File: src/hw/conv_pkg.sv
package conv_pkg;

    // Pixel and coefficient words are signed fixed-point integers
    localparam int data_width = 16;
    localparam int coef_width = 16;

    // Kernel window geometry
    localparam int kx = 3;
    localparam int ky = 3;
    localparam int taps = kx * ky;

    localparam int num_kernels = 4;

    // Physical row length of the line buffer
    localparam int max_xres = 32;

    // Selectable row widths, indexed by xres_select
    localparam int num_res = 3;
    localparam int xres_table [num_res] = '{8, 16, 32};
    localparam int sel_width = 2;

    // Full-width arithmetic, sized so that no sum can overflow
    localparam int prod_width = data_width + coef_width;
    localparam int acc_width = prod_width + 4;
    localparam int result_width = acc_width + 2;

    // Pipeline depths, counted from the enable_calc edge
    localparam int mac_latency = 2;
    localparam int sum_latency = 1;

endpackage

File: src/hw/window_buffer.sv
`timescale 1ns/10ps

module window_buffer (
    input  logic                                           clock,
    input  logic                                           data_shift,
    input  logic [conv_pkg::data_width-1:0]                data,
    input  logic [conv_pkg::sel_width-1:0]                 xres_select,
    output logic [conv_pkg::taps*conv_pkg::data_width-1:0] window
);

    // Row y, column x of the line buffer
    logic [conv_pkg::data_width-1:0] rows [conv_pkg::ky][conv_pkg::max_xres];

    // Candidate row-end words for every selectable width, one set per feeding row
    logic [conv_pkg::num_res-1:0][conv_pkg::data_width-1:0] row_taps [conv_pkg::ky-1];

    // Word that enters column 0 of the next row
    logic [conv_pkg::data_width-1:0] row_end [conv_pkg::ky-1];

    always_comb begin
        for (int y = 0; y < conv_pkg::ky - 1; y++) begin
            for (int r = 0; r < conv_pkg::num_res; r++) begin
                row_taps[y][r] = rows[y][conv_pkg::xres_table[r] - 1];
            end
        end
    end

    // Select values past the table fall back to the full physical row
    always_comb begin
        for (int y = 0; y < conv_pkg::ky - 1; y++) begin
            if (xres_select < conv_pkg::sel_width'(conv_pkg::num_res)) begin
                row_end[y] = row_taps[y][xres_select];
            end else begin
                row_end[y] = rows[y][conv_pkg::max_xres - 1];
            end
        end
    end

    always_ff @(posedge clock) begin
        if (data_shift) begin
            rows[0][0] <= data;
            for (int y = 1; y < conv_pkg::ky; y++) begin
                rows[y][0] <= row_end[y - 1];
            end
            for (int y = 0; y < conv_pkg::ky; y++) begin
                for (int x = 1; x < conv_pkg::max_xres; x++) begin
                    rows[y][x] <= rows[y][x - 1];
                end
            end
        end
    end

    // The window is the leftmost kx columns of every row
    always_comb begin
        for (int y = 0; y < conv_pkg::ky; y++) begin
            for (int x = 0; x < conv_pkg::kx; x++) begin
                window[(x + y * conv_pkg::kx) * conv_pkg::data_width +: conv_pkg::data_width] =
                    rows[y][x];
            end
        end
    end

endmodule

File: config.mk
export PLATFORM = sky130hd
export DESIGN_NAME = window_buffer
export DESIGN_NICKNAME = d
export VERILOG_FILES = /design/src/hw/conv_pkg.sv /design/src/hw/window_buffer.sv
export SDC_FILE = /design/constraint.sdc
export NUM_CORES = 1
export LEC_CHECK = 0
export BUFFER_PORTS_ARGS = -buffer_cell sky130_fd_sc_hd__buf_2
export CORE_ASPECT_RATIO = 0.8
export CORE_MARGIN = 3
export CORE_UTILIZATION = 45
export CTS_CLUSTER_DIAMETER = 40
export CTS_CLUSTER_SIZE = 20
export DETAILED_ROUTE_END_ITERATION = 7
export SLEW_MARGIN = 20
export SYNTH_ARGS = -nofsm -noshare
export SYNTH_HDL_FRONTEND = slang
export SYNTH_SLANG_ARGS = --single-unit
File: constraint.sdc
create_clock -name clock -period 0.9 [get_ports clock]
set_input_delay 0.045 -clock clock [delete_from_list [all_inputs] [get_ports clock]]
set_output_delay 0.045 -clock clock [all_outputs]
set_load 0.01 [all_outputs]
---- Word level (Yosys, flattened, before mapping) ----
Memories as Yosys holds them, arrays and structs flattened.
Index checks and enable logic that the tools add are counted.
operators by class
  magnitude comparators ................... 2
  muxes and demuxes ....................... 8
operators by type and width
  operator                                                     number
  binary-select mux 16 bit (select 2 bit)                      2
  2-to-1 mux 16 bit                                            4
  less-than comparator 2 x 3 -> 1 bit (second input constant)  1
  less-than comparator 2 bit (second input constant)           1
  2-to-1 mux 1 bit                                             2
storage, ports and cells
  flip-flop bits (word level) ............. 0
  bits in writable memories ............... 1536
  input bits .............................. 20
  output and inout bits ................... 144
  logic and storage cells ................. 11
  memories ................................ 1
memory list
  memory  words  width  read ports  clocked after memory_dff  write ports  line                 source
  rows    3      512    3           0                         3            window_buffer.sv:12  logic [conv_pkg::data_width-1:0] rows [conv_pkg::ky][conv_pkg::max_xres];

---- Depth between registers and ports, before layout ----
An unclocked memory read counts as a cell.
  depth in word-level cells ............... 4
  gate-level depth with buffers ........... 4
  mapped depth without buffers ............ 2

---- Worst setup path after synthesis ----
No wires, ideal clock.
  path type ............................... register to register
  start ................................... memory rows[1][257] in the netlist's numbering
  end ..................................... memory rows[2][497] in the netlist's numbering, data pin
  arrival ................................. 0.568 ns
  slack ................................... 0.076 ns
  cell stages (with the launch flop) ...... 3
  buffers on the path ..................... 0
  period minus slack after synthesis ...... 0.824 ns
  cells stage by stage .................... edfxtp_1 -> mux2i_1 -> o21ai_2
RTL lines
  item         line
  from (decl)  window_buffer.sv:12

==> results.txt <==
----------------------------------------------------
[Min path]
  Worst hold path startpoint ... data_shift
  Number of cells on the worst hold path ... 3
  Hold Crit Class ... input pin to flip-flop

[Placed design]
  Number of buffers added on ports ... 163
  Detail Placement HPWL ... 25.30 mm
  Final RePlAce weighted congestion ... 0.6979
  Placement Cell Area ... 36,050 sq um

[Floorplanning]
  Height of the die ... 250.5 um
  Row count ... 88
  IO Count ... 164
  Horizontal extent of the die ... 311.6 um
  Core area ... 73,000 sq um
  DIE AREA ... 78,060 sq um
  Effective utilization at floorplan ... 46.06%

[Synth]
  Post-Syn Area per Cell ... 26.37 sq um
  Multiplexer share of the synthesized area ... 0.9526%
  Combinational family with the most area after synthesis ... buffers and inverters
  Synthesized-area fraction occupied by xor and xnor cells ... 0%
  Count of distinct cell types in the synthesized netlist ... 10
  Synth Net Count ... 1,295
  Synth Area in Compound Gates ... 0.4986%
  Total of flip-flops plus latches after synthesis ... 1,072
  Fraction of the mapped netlist area in adder cells ... 0%
  Basic-gate share of the synthesized area counting and, or, nand and nor cells ... 0.3572%
  Seq/Total Area, Yosys ... 95.73%
  Instance count of the mapped netlist ... 1,275
  Cell area after technology mapping ... 33,630 sq um
  Dominant cell type by area after synthesis ... sky130_fd_sc_hd__edfxtp_1
  Area share of the largest cell type after synthesis ... 95.73%
  Cell types occupying the most area after synthesis ... sky130_fd_sc_hd__edfxtp_1, sky130_fd_sc_hd__buf_4, sky130_fd_sc_hd__mux2i_1
  Number of warnings printed during yosys synthesis ... 0

[Cells and area]
  Largest registers ranked by flip-flop count ... rows: 1072 flops
  Area of combinational cells with multiple inputs ... 608.1 sq um
  Commonest non-fill, non-tap cell in the layout ... sky130_fd_sc_hd__edfxtp_1
  Number of antenna diodes ... 0
  Commonest cells after routing, fill and taps aside ... sky130_fd_sc_hd__edfxtp_1, sky130_fd_sc_hd__buf_2, sky130_fd_sc_hd__buf_4
  Largest register by flop count ... rows
  Register area ... 32,190 sq um
  Synthesis-to-finish area growth ... 21.92%
  Number of flip-flops under the largest register name ... 1,072
  Layout fillers ... 5,263
  Post-route standard cell area excluding fillers ... 41,000 sq um
  Net count, final ... 1,673
  Core utilization of the finished layout ... 56.16%
  Proportion of layout cells with a drive suffix above 1 ... 30.98%

[Pwr]
  Maximum vdd drop ... 0.001511 V
  Leak Pwr ... 14.53 nW
  Power density normalized to cell area ... 2670 nW/um^2

[Global route]
  Sum of overflow across all layers after global routing ... 0
  Antenna violations before repair ... 0
  Largest net degree at the start of global routing ... 45
  Global Route Usage Sum ... 12.04%
  Vias in the first global route ... 12,651
  Global-route wire length before repair ... 73.63 mm

[Clock tree]
  Cell at the root of the clock tree ... sky130_fd_sc_hd__clkbuf_16
  Clock latency at the later pin of the worst-skew pair ... 0.66 ns
  Clock transition at path regs ... 0.07 ns
  Deepest clock path buffer count ... 3
  H-tree levels ... 3
  Clock buffers created by TritonCTS ... 113
  CTS tree ... done
  Count of clock tree sinks ... 1,072

[Routing]
  Vias ... 12,623
  DRC viols ... 0
  Vias per Instance ... 4.602
  Count of TritonRoute iterations in the first routing pass ... 5
  Average wire per cell in the routed design ... 17.24 um
  Antenna-violating nets left ... 0
  Post-detailed-routing wire length ... 47.30 mm
  First DRT Iteration DRCs ... 1,216

[Timing]
  Slew Viols, Final ... 0
  Fin crit period ... 1.377 ns
  TNS Setup ... -50.02 ns
  Number of hold violations in the final report ... 0
  Setup repair after global routing missed its margin ... true
  Headroom to the max-slew limit ... 74.81%
  Worst setup slack after layout ... -0.4773 ns
  Actual slew at the worst max-slew pin ... 0.3779 ns
  Total setup violations reported at the end of the flow ... 159
  Highest attainable clock frequency ... 0.7261 GHz
  Fin Clk Skew ... 0.02730 ns
  Fin crit share ... 153.0%

[Critical path]
  Count of cell instances traversed by the critical path ... 1
  Reg-to-reg critical path startpoint ... rows[1][391]
  Worst setup SP type ... flip-flop
  CP Data Arrival Time ... 1.33 ns
  CP max stage cell ... sky130_fd_sc_hd__edfxtp_1
  Required time worst endpoint ... 0.85 ns
  Chain of cells forming the critical path ... buf_6
  Path type of the worst setup path ... flip-flop to output port
  Family with the most delay on the worst path ... flip-flops
  WP buf/inv ... 1
  Setup crit end kind ... output port
  Crit-path max FO ... 2
  Register-to-Register Path Depth ... 2
  Crit-path max cell delay ... 0.50 ns
  Critical path origin ... rows[1][507]

[Run status]
  Violated checks ... negative setup slack
  Outcome ... complete, but fails checks

[Job]
  Reported max-cap violation count ... 0

----------------------------------------------------
-- metal layers --
layer	GRT usage, %	routed length [um]
met2	16.21	19980
met4	4.006	1031
met1	18.94	23900
met5	0	0
met3	3.317	2390
-- synthesized netlist by cell type (all sizes together) --
library cell     n
buf            107
mux2i           32
edfxtp        1072
o21ai           32
nand2           32
-- path summary, 6_finish.rpt --
check	to	slack [ns]
worst min register to register	rows[0][388]	0.40
worst max register to register	rows[2][503]	-0.05
worst max-delay path	window[59]	-0.48
worst min-delay path	rows[1][442]	0.03
-- cells by family (layout without fill, tap and decap cells) --
group | Yosys count | in the layout
flip-flops | 1072 | 1072
buffers and inverters | 107 | 585
AND/OR/NAND/NOR | 32 | 32
AO/OA/AOI/OAI | 32 | 32
multiplexers | 32 | 32
-- power by group --
group / internal (W) / total, W / switching (W)
clock: 0.0271 / 0.0473 / 0.0202
sequential: 0.0582 / 0.0592 / 0.000984
combinational: 0.00129 / 0.00300 / 0.00171
-- repair_timing --
| action | in CTS | in global routing |
|---|---|---|
| hold buffers | 28 | 2 |
| pin swaps | 0 | 3 |
| endpoints found under the setup margin | 162 | 734 |
| buffers inserted | 47 | 31 |
| endpoints found under the hold margin | 95 | 26 |
| resized for setup | 19 | 19 |
-- through the flow --
step	setup WS [ns]	instances	total power, W	hold slack, ns
CTS	-0.5566	2712	0.1110	-0.03301
global placement	-0.1751	2422	0.06266	0.2227
global route	-0.5447	2743	0.1137	0.004520
floorplan	0.07578	1275	0.06066	0.1439
finish	-0.4773	2743	0.1095	0.03032
detailed placement	-0.1923	2422	0.06280	0.2231
-- final cells by class --
cell class | count | share of cell area [%]
flip-flops and latches | 1072 | 78.52
repair buffers | 370 | 7.355
clock buffers | 123 | 7.041
well taps | 990 | 3.022
clock inverters | 92 | 2.576
multi-input cells | 96 | 1.483
No activity file was read; power rests on OpenSTA's default activity.
