## src/hw/conv_pkg.sv

```systemverilog
package conv_pkg;

    // Pixel and coefficient words are signed fixed-point integers
    localparam int data_width = 16;
    localparam int coef_width = 16;

    // Kernel window geometry
    localparam int kx = 3;
    localparam int ky = 3;
    localparam int taps = kx * ky;

    localparam int num_kernels = 4;

    // Physical row length of the line buffer
    localparam int max_xres = 32;

    // Selectable row widths, indexed by xres_select
    localparam int num_res = 3;
    localparam int xres_table [num_res] = '{8, 16, 32};
    localparam int sel_width = 2;

    // Full-width arithmetic, sized so that no sum can overflow
    localparam int prod_width = data_width + coef_width;
    localparam int acc_width = prod_width + 4;
    localparam int result_width = acc_width + 2;

    // Pipeline depths, counted from the enable_calc edge
    localparam int mac_latency = 2;
    localparam int sum_latency = 1;

endpackage

```

## src/hw/channel_sum.sv

```systemverilog
`timescale 1ns/10ps

module channel_sum (
    input  logic                                                 clock,
    input  logic                                                 reset,
    input  logic [conv_pkg::num_kernels-1:0]                     mac_valid,
    input  logic [conv_pkg::num_kernels*conv_pkg::acc_width-1:0] mac_sum,
    output logic                                                 result_valid,
    output logic [conv_pkg::result_width-1:0]                    result
);

    logic signed [conv_pkg::result_width-1:0] kernel_total;

    always_comb begin
        kernel_total = '0;
        for (int k = 0; k < conv_pkg::num_kernels; k++) begin
            kernel_total = kernel_total +
                $signed(mac_sum[k * conv_pkg::acc_width +: conv_pkg::acc_width]);
        end
    end

    // Every unit runs in lockstep so unit 0 speaks for all of them
    always_ff @(posedge clock) begin
        if (reset) begin
            result_valid <= 1'b0;
        end else begin
            result_valid <= mac_valid[0];
        end
    end

    always_ff @(posedge clock) begin
        if (mac_valid[0]) begin
            result <= kernel_total;
        end
    end

endmodule

```

## config.mk

```make
export PLATFORM = sky130hd
export DESIGN_NAME = channel_sum
export DESIGN_NICKNAME = d
export VERILOG_FILES = /design/src/hw/conv_pkg.sv /design/src/hw/channel_sum.sv
export SDC_FILE = /design/constraint.sdc
export NUM_CORES = 1
export LEC_CHECK = 0
export BUFFER_PORTS_ARGS = -buffer_cell sky130_fd_sc_hd__buf_4
export CAP_MARGIN = 15
export CORE_ASPECT_RATIO = 0.5
export CORE_MARGIN = 2
export CORE_UTILIZATION = 57
export CTS_BUF_LIST = sky130_fd_sc_hd__clkbuf_8
export CTS_CLUSTER_SIZE = 20
export DETAILED_ROUTE_END_ITERATION = 8
export GPL_TIMING_DRIVEN = 0
export PLACE_DENSITY = 0.95
export SYNTH_ARGS = -nofsm -noshare
export SYNTH_HDL_FRONTEND = slang
export SYNTH_SLANG_ARGS = --single-unit
```

## constraint.sdc

```tcl
create_clock -name clock -period 9.4 [get_ports clock]
set_input_delay 1.41 -clock clock [delete_from_list [all_inputs] [get_ports clock]]
set_output_delay 1.41 -clock clock [all_outputs]
set_load 0.05 [all_outputs]
```

Word-level counts from Yosys, hierarchy flattened
Index checks and enable logic that the tools add are counted.

cells by class
  $add $sub $neg = 3

operators with widths
  kind                     number
  adder 37 x 36 -> 38 bit  1
  adder 38 x 36 -> 38 bit  1
  adder 36 x 36 -> 37 bit  1

storage, ports and cells
  output and inout bits = 39
  flip-flop bits (word level) = 39
  word-level logic and storage cells = 5

Depth between registers and ports, before layout
Gate-level depths: netlist of run 1.

  depth in word-level cells = 3
  depth in mapped cells = 14
  mapped depth without buffers = 13

Worst setup path after synthesis of run 1
No wires, ideal clock.

  path type = in2reg
  start = in mac_sum[13] in the netlist's numbering
  end = reg result[34] in the netlist's numbering (data pin)
  path buffers = 1
  cell stages on the path = 14
  arrival time = 4726 ps
  library setup time = 263 ps
  data required time = 9137 ps
  path slack = 4411 ps
  cells stage by stage = inv_1 -> fa_1 -> fa_1 -> inv_1 -> ha_1 -> clkbuf_1 -> nand4_1 -> a211oi_1 -> a21oi_2 -> o21ai_2 -> o21ai_2 -> a31oi_1 -> mux2_1 -> a2111o_1

between the ends
  word-level cells in the longest chain between the ends = 3

RTL lines
  item                        RTL line           RTL
  start: declaration          channel_sum.sv:7   input logic [conv_pkg::num_kernels*conv_pkg::acc_width-1:0] mac_sum,
  adder 36 x 36 -> 37 bit     channel_sum.sv:17  kernel_total = kernel_total +
  adder 37 x 36 -> 38 bit     channel_sum.sv:17
  adder 38 x 36 -> 38 bit     channel_sum.sv:17
  net kernel_total (one bit)  channel_sum.sv:12  logic signed [conv_pkg::result_width-1:0] kernel_total;
  end signal: assignment      channel_sum.sv:33  result <= kernel_total;
  end: declaration            channel_sum.sv:9   output logic [conv_pkg::result_width-1:0] result

The timed path passes the listed nets, and every way through them passes these cells.
A chain may end at the register's enable or synchronous reset.

Worst setup path after layout of run 1
Ends and elaborated chain as after synthesis.

==> metrics.csv, run 1 <==
metric,value,unit
status,finished with violations,
failing checks,DRC,
Core Footprint,0.00886,mm^2
die boundary height,72.0,um
vias in the first global route,4661,
GP Congestion,0.885,
fmax,191,MHz
LEAKAGE,3.82,nW
"flops & latches, synth",39,
hold path cells,2,
grt ovf,0,
CP Max Fanout,8,
Clock transition at path regs,0.08,ns
antenna cells,0,
global-route wire length before repair,20100,um
Final #Nets,1025,
CTS Buffer Depth,2,
clock tree from TritonCTS,yes,
share of layout cells above drive strength 1,26.2,%
Ys Warns,0,
mean post-synth cell area,9.21,um^2
async set-reset flop share out of synthesis,0,%
Layout fillers,615,
Synth Flop Type,edfxtp_1,
Port Buffers,185,
ANT nets after route,0,
CTS Buf Count,5,
Die ar.,0.0101,mm^2
drt pass-1 iters,9,
Post-synth EDFFs,38,
DRC viols,9,
Slew @ Worst Pin,0.533,ns
initial cell density of the core,59.6,%
"Net Count, Synth",833,
drt first-iter violations,266,
Placed Cells,875,
class of the worst hold path,in -> reg,
"Data required, critical path",9.45,ns
Netlist cell types,47,
clk sinks,39,
total setup buffers inserted after CTS,0,
largest net degree at the start of global routing,40,
maximum VDD drop,111,uV
Final Hold Vio Count,0,
All-Layer GR Usage,24.4,%
RSZ-0062 raised after global routing,no,
Routed WL per cell,13.2,um
vias per cell,5.04,
worst hold start,reset,
Post-CTS Resized,0,
crit share post-route,55.8,%
most numerous cell in the Yosys netlist,inv_1,
final worst path period need,5.24,ns
post-DP HPWL,10200,um
synthesis-to-layout area growth,31.3,%
Final Slew Violations,0,
Worst Hold Path EP,result_valid$_SDFF_PP0_,
final non-filler cell total,883,
max-cap viol count,0,
Worst setup startpoint,mac_sum[13],
cell area after synthesis,0.00528,mm^2
Max-slew headroom,64.1,%
row cnt,24,
Pwr per Cell Area,246,mW/mm^2
sequential share of the synthesized area,22.0,%
Worst Path Arrival,5.29,ns
Startpoint Class,input port,
setup TNS,0,ns
Area contributors post-synth,"fa_1, edfxtp_1, inv_1",
CTS Hold Bufs,0,
Root Buffer,clkbuf_8,
via count,4450,
I/O pins,189,
top cell types by occurrence after synthesis,"inv_1, fa_1, edfxtp_1",
Die W,140,um
initial antenna violation count,0,
setup violators final,0,
dominant cell type by area after synthesis,fa_1,
worst setup path class,in -> reg,
htree depth,2,
share of the synthesized area in the top cell type,27.7,%
Worst setup EP type,flop,
cell count after synthesis,573,
routed wire length,11700,um
[cell type report]
type	count	area (um^2)	area share, %
buffer	7	26.3	0.379
clock buffer	5	68.8	0.993
clock inverter	3	47.5	0.686
inverter	202	758	10.9
multi-input combinational	325	3330	48.1
sequential	39	1160	16.8
tap	117	146	2.11
timing repair buffer	185	1390	20.0
[metal layers]
metal / global-route usage (%) / part of all wire, % / vias to the layer above
met5: 0 / 0 / -
met2: 48.0 / 53 / 167
met1: 29.3 / 38 / 2098
met3: 3.23 / 6.3 / 20
met4: 5.16 / 1.8 / 0
li1: - / - / 2165
[cell families (layout without fill, tap and decap cells)]
| group | count (synthesis) | in the layout | share of synthesized area (%) |
|---|---|---|---|
| muxes | 1 | 1 | 0.213 |
| DFF | 39 | 39 | 22.0 |
| and+or+nand+nor | 68 | 68 | 6.12 |
| xor gates and xnor gates | 34 | 34 | 5.64 |
| AOI/OAI and AO/OA | 112 | 112 | 14.7 |
| adders and majority gates | 110 | 110 | 36.5 |
| buffers and inverters | 209 | 402 | 14.9 |
[power breakdown]
| group | switching, mW | leakage, nW | internal [mW] | total, mW |
|---|---|---|---|---|
| Combinational | 0.767 | 3.38 | 0.451 | 1.22 |
| Clock | 0.0659 | 0.0587 | 0.0805 | 0.146 |
| Sequential | 0.0221 | 0.380 | 0.318 | 0.340 |
[stage by stage]
step	hold slack, ns	instance area (um^2)	worst slack, ns	total power [mW]	util, %
2_1_floorplan	1.48	5280	4.41	1.23	-
3_3_place_gp	1.57	6810	3.93	1.51	76.9
3_5_place_dp	1.57	6810	3.89	1.55	76.9
4_1_cts	1.25	6930	4.21	1.70	78.2
5_1_grt	1.25	6930	3.90	1.83	78.2
6_report	1.25	6930	4.16	1.71	78.2
[placed cells by master, fill, tap and decap left out, drive strengths merged, types with 4 or more instances in the layout]
| master | Yosys | final |
|---|---|---|
| o21bai | 4 | 4 |
| nand2 | 23 | 23 |
| a31oi | 5 | 5 |
| buf | 0 | 185 |
| nand3 | 11 | 11 |
| nor2b | 4 | 4 |
| a221oi | 4 | 4 |
| fa | 73 | 73 |
| edfxtp | 38 | 38 |
| o21ai | 17 | 17 |
| a21o | 21 | 21 |
| inv | 202 | 203 |
| xnor2 | 25 | 25 |
| nor2 | 12 | 12 |
| ha | 37 | 37 |
| xor2 | 9 | 9 |
| a21oi | 34 | 34 |
| nand4 | 5 | 5 |
| clkbuf | 7 | 12 |
[registers in the layout, indices dropped and copies added (netlist names)]
name	count
result	38
result_valid	1
[worst max-delay path by stage]
stage	to	slack [ns]	cells after the start
after global placement	result[34]$_DFFE_PP_	3.93	15
after global routing	result[34]$_DFFE_PP_	3.90	15
after detailed placement	result[34]$_DFFE_PP_	3.89	15
after CTS	result[34]$_DFFE_PP_	4.21	15
final	result[34]$_DFFE_PP_	4.16	15
after floorplan	result[34]$_DFFE_PP_	4.41	14
[critical path, cell delays in order]
cell      delay [ns]
buf_4           0.08
inv_1           0.04
fa_1            0.49
fa_1            0.53
inv_1           0.05
ha_1            0.26
clkbuf_1        0.27
nand4_1         0.17
a211oi_1        0.31
a21oi_2         0.15
o21ai_2         0.31
o21ai_2         0.11
a31oi_1         0.35
mux2_1          0.36
a2111o_1        0.40
Power figures use the tool's default switching activity.
==> inputs of run 2 (changes only) <==
Settings changed: CORE_UTILIZATION 57 to 53, PLACE_DENSITY 0.95 to 0.91.
Clock period 9.4 ns to 5.3 ns, I/O delays scaled along.
==> metrics.csv, run 2 (synthesized netlist as in run 1, its figures left out) <==
metric,value,unit,change
Sw Ratio,50.1,%,about the same
All-Layer GR Usage,22.2,%,-2.2 points
vias in the first global route,4458,,-4.4%
GP Congestion,0.854,,-3.5%
row cnt,25,,+4.2%
clk sinks,39,,unchanged
biggest regs,"result: 38 flops, result_valid: 1 flops",,
fmax,220,MHz,
Die W,145,um,+3.6%
htree depth,2,,unchanged
max-cap viol count,0,,unchanged
Worst Path Arrival,4.59,ns,-0.70 ns
global-route wire length before repair,19700,um,-1.9%
I/O pins,189,,unchanged
largest net degree at the start of global routing,40,,unchanged
class of the worst hold path,in -> reg,,
die boundary height,74.6,um,+3.5%
Tot Pwr,3.02,mW,+77%
Final #Nets,1025,,unchanged
drt pass-1 iters,4,,-5
Clock Power Share,8.7,%,about the same
Pwr per Cell Area,434,mW/mm^2,+76%
worst hold start,reset,,
Worst setup EP type,flop,,
combinational share of power,71.3,%,-0.2 points
Setup crit end,result[34]$_DFFE_PP_,,
initial antenna violation count,0,,unchanged
share of layout cells above drive strength 1,26.2,%,unchanged
Startpoint Class,input port,,
synthesis-to-layout area growth,31.7,%,
register area,0.00116,mm^2,unchanged
Core Footprint,0.00957,mm^2,+8.1%
maximum VDD drop,178,uV,+60%
worst setup path class,in -> reg,,
Int Pwr,1.51,mW,+77%
Port Buffers,185,,unchanged
CTS Hold Bufs,0,,unchanged
antenna cells,0,,unchanged
Biggest register,result,,
"Data required, critical path",5.35,ns,-4.10 ns
CP Max Fanout,8,,unchanged
Final Slew Violations,0,,unchanged
Clock transition at path regs,0.09,ns,about the same
Routed WL per cell,12.7,um,-4.1%
"commonest cells after routing, fill and taps aside","inv_1, buf_4, fa_1, edfxtp_1, ha_1",,
CTS Buf Count,5,,unchanged
initial cell density of the core,55.1,%,-4.4 points
sequential group share of total power,20.0,%,about the same
Layout fillers,730,,+19%
final worst path period need,4.54,ns,
setup TNS,0,ns,unchanged
Root Buffer,clkbuf_8,,
"most common cell after layout, fill and taps aside",inv_1,,
RSZ-0062 raised after global routing,no,,
DRC viols,0,,-9
Worst setup startpoint,mac_sum[13],,
Final Hold Vio Count,0,,unchanged
routed wire length,11400,um,-2.2%
clock tree from TritonCTS,yes,,
CTS Buffer Depth,2,,unchanged
grt ovf,0,,unchanged
Post-CTS Resized,0,,unchanged
Slew @ Worst Pin,0.510,ns,-0.0231 ns
vias per cell,4.86,,-3.5%
drt first-iter violations,279,,+4.9%
status,"finished, final reports clean",,
post-DP HPWL,9850,um,-3.5%
total setup buffers inserted after CTS,0,,unchanged
ANT nets after route,0,,unchanged
LEAKAGE,3.82,nW,unchanged
switching power total,1.51,mW,+77%
via count,4380,,-1.6%
Die ar.,0.0108,mm^2,+7.2%
Max-slew headroom,65.1,%,+1.0 points
setup violators final,0,,unchanged
Multi-input gate area,0.00333,mm^2,unchanged
crit share post-route,85.7,%,
number of flip-flops in the largest register,38,,unchanged
run 2: cell type report:
type,instances,share of cell area [%]
inverter,202,10.9
tap,135,2.43
timing repair buffer,185,20.0
buffer,7,0.378
clock buffer,5,0.990
clock inverter,3,0.684
sequential,39,16.7
multi-input combinational,325,47.9
run 2: critical path: stages:
cell and delay, ns:
buf_4 0.08, inv_1 0.04, fa_1 0.49, fa_1 0.52
inv_1 0.05, ha_1 0.26, clkbuf_1 0.26, nand4_1 0.18
a211oi_1 0.31, a21oi_2 0.14, o21ai_2 0.29, o21ai_2 0.10
a31oi_1 0.31, mux2_1 0.36, a2111o_1 0.40
run 2: per-layer routing:
layer  track usage, %  part of all wire [%]
met5                0                     0
met4             4.36                  0.92
met3             3.25                   5.2
met2             42.6                    53
met1             27.7                    41
run 2: metrics by stage:
step / area [um^2] / hold slack (ns) / util, % / setup slack [ns] / instances
final: 6950 / 0.636 / 72.6 / 0.757 / 901
after global routing: 6950 / 0.626 / 72.6 / 0.557 / 901
after CTS: 6950 / 0.627 / 72.6 / 0.771 / 901
after detailed placement: 6840 / 0.952 / 71.4 / 0.460 / 893
after global placement: 6840 / 0.950 / 71.4 / 0.439 / 893
after floorplan: 5280 / 0.867 / - / 0.926 / 573
run 2: worst min path at each step:
stage               cells past startpoint                      end
finish                                  2  result_valid$_SDFF_PP0_
global route                            2  result_valid$_SDFF_PP0_
CTS                                     2  result_valid$_SDFF_PP0_
detailed placement                      2  result_valid$_SDFF_PP0_
global placement                        2  result_valid$_SDFF_PP0_
floorplan                               1  result_valid$_SDFF_PP0_
run 2: power by group through the flow:
stage          clock network, mW  logic (mW)  registers (mW)
2_1_floorplan                  0        1.04            1.13
3_3_place_gp                   0        2.08           0.604
3_5_place_dp                   0        2.14           0.610
4_1_cts                    0.267        2.15           0.603
5_1_grt                    0.278        2.33           0.623
6_report                   0.264        2.15           0.603
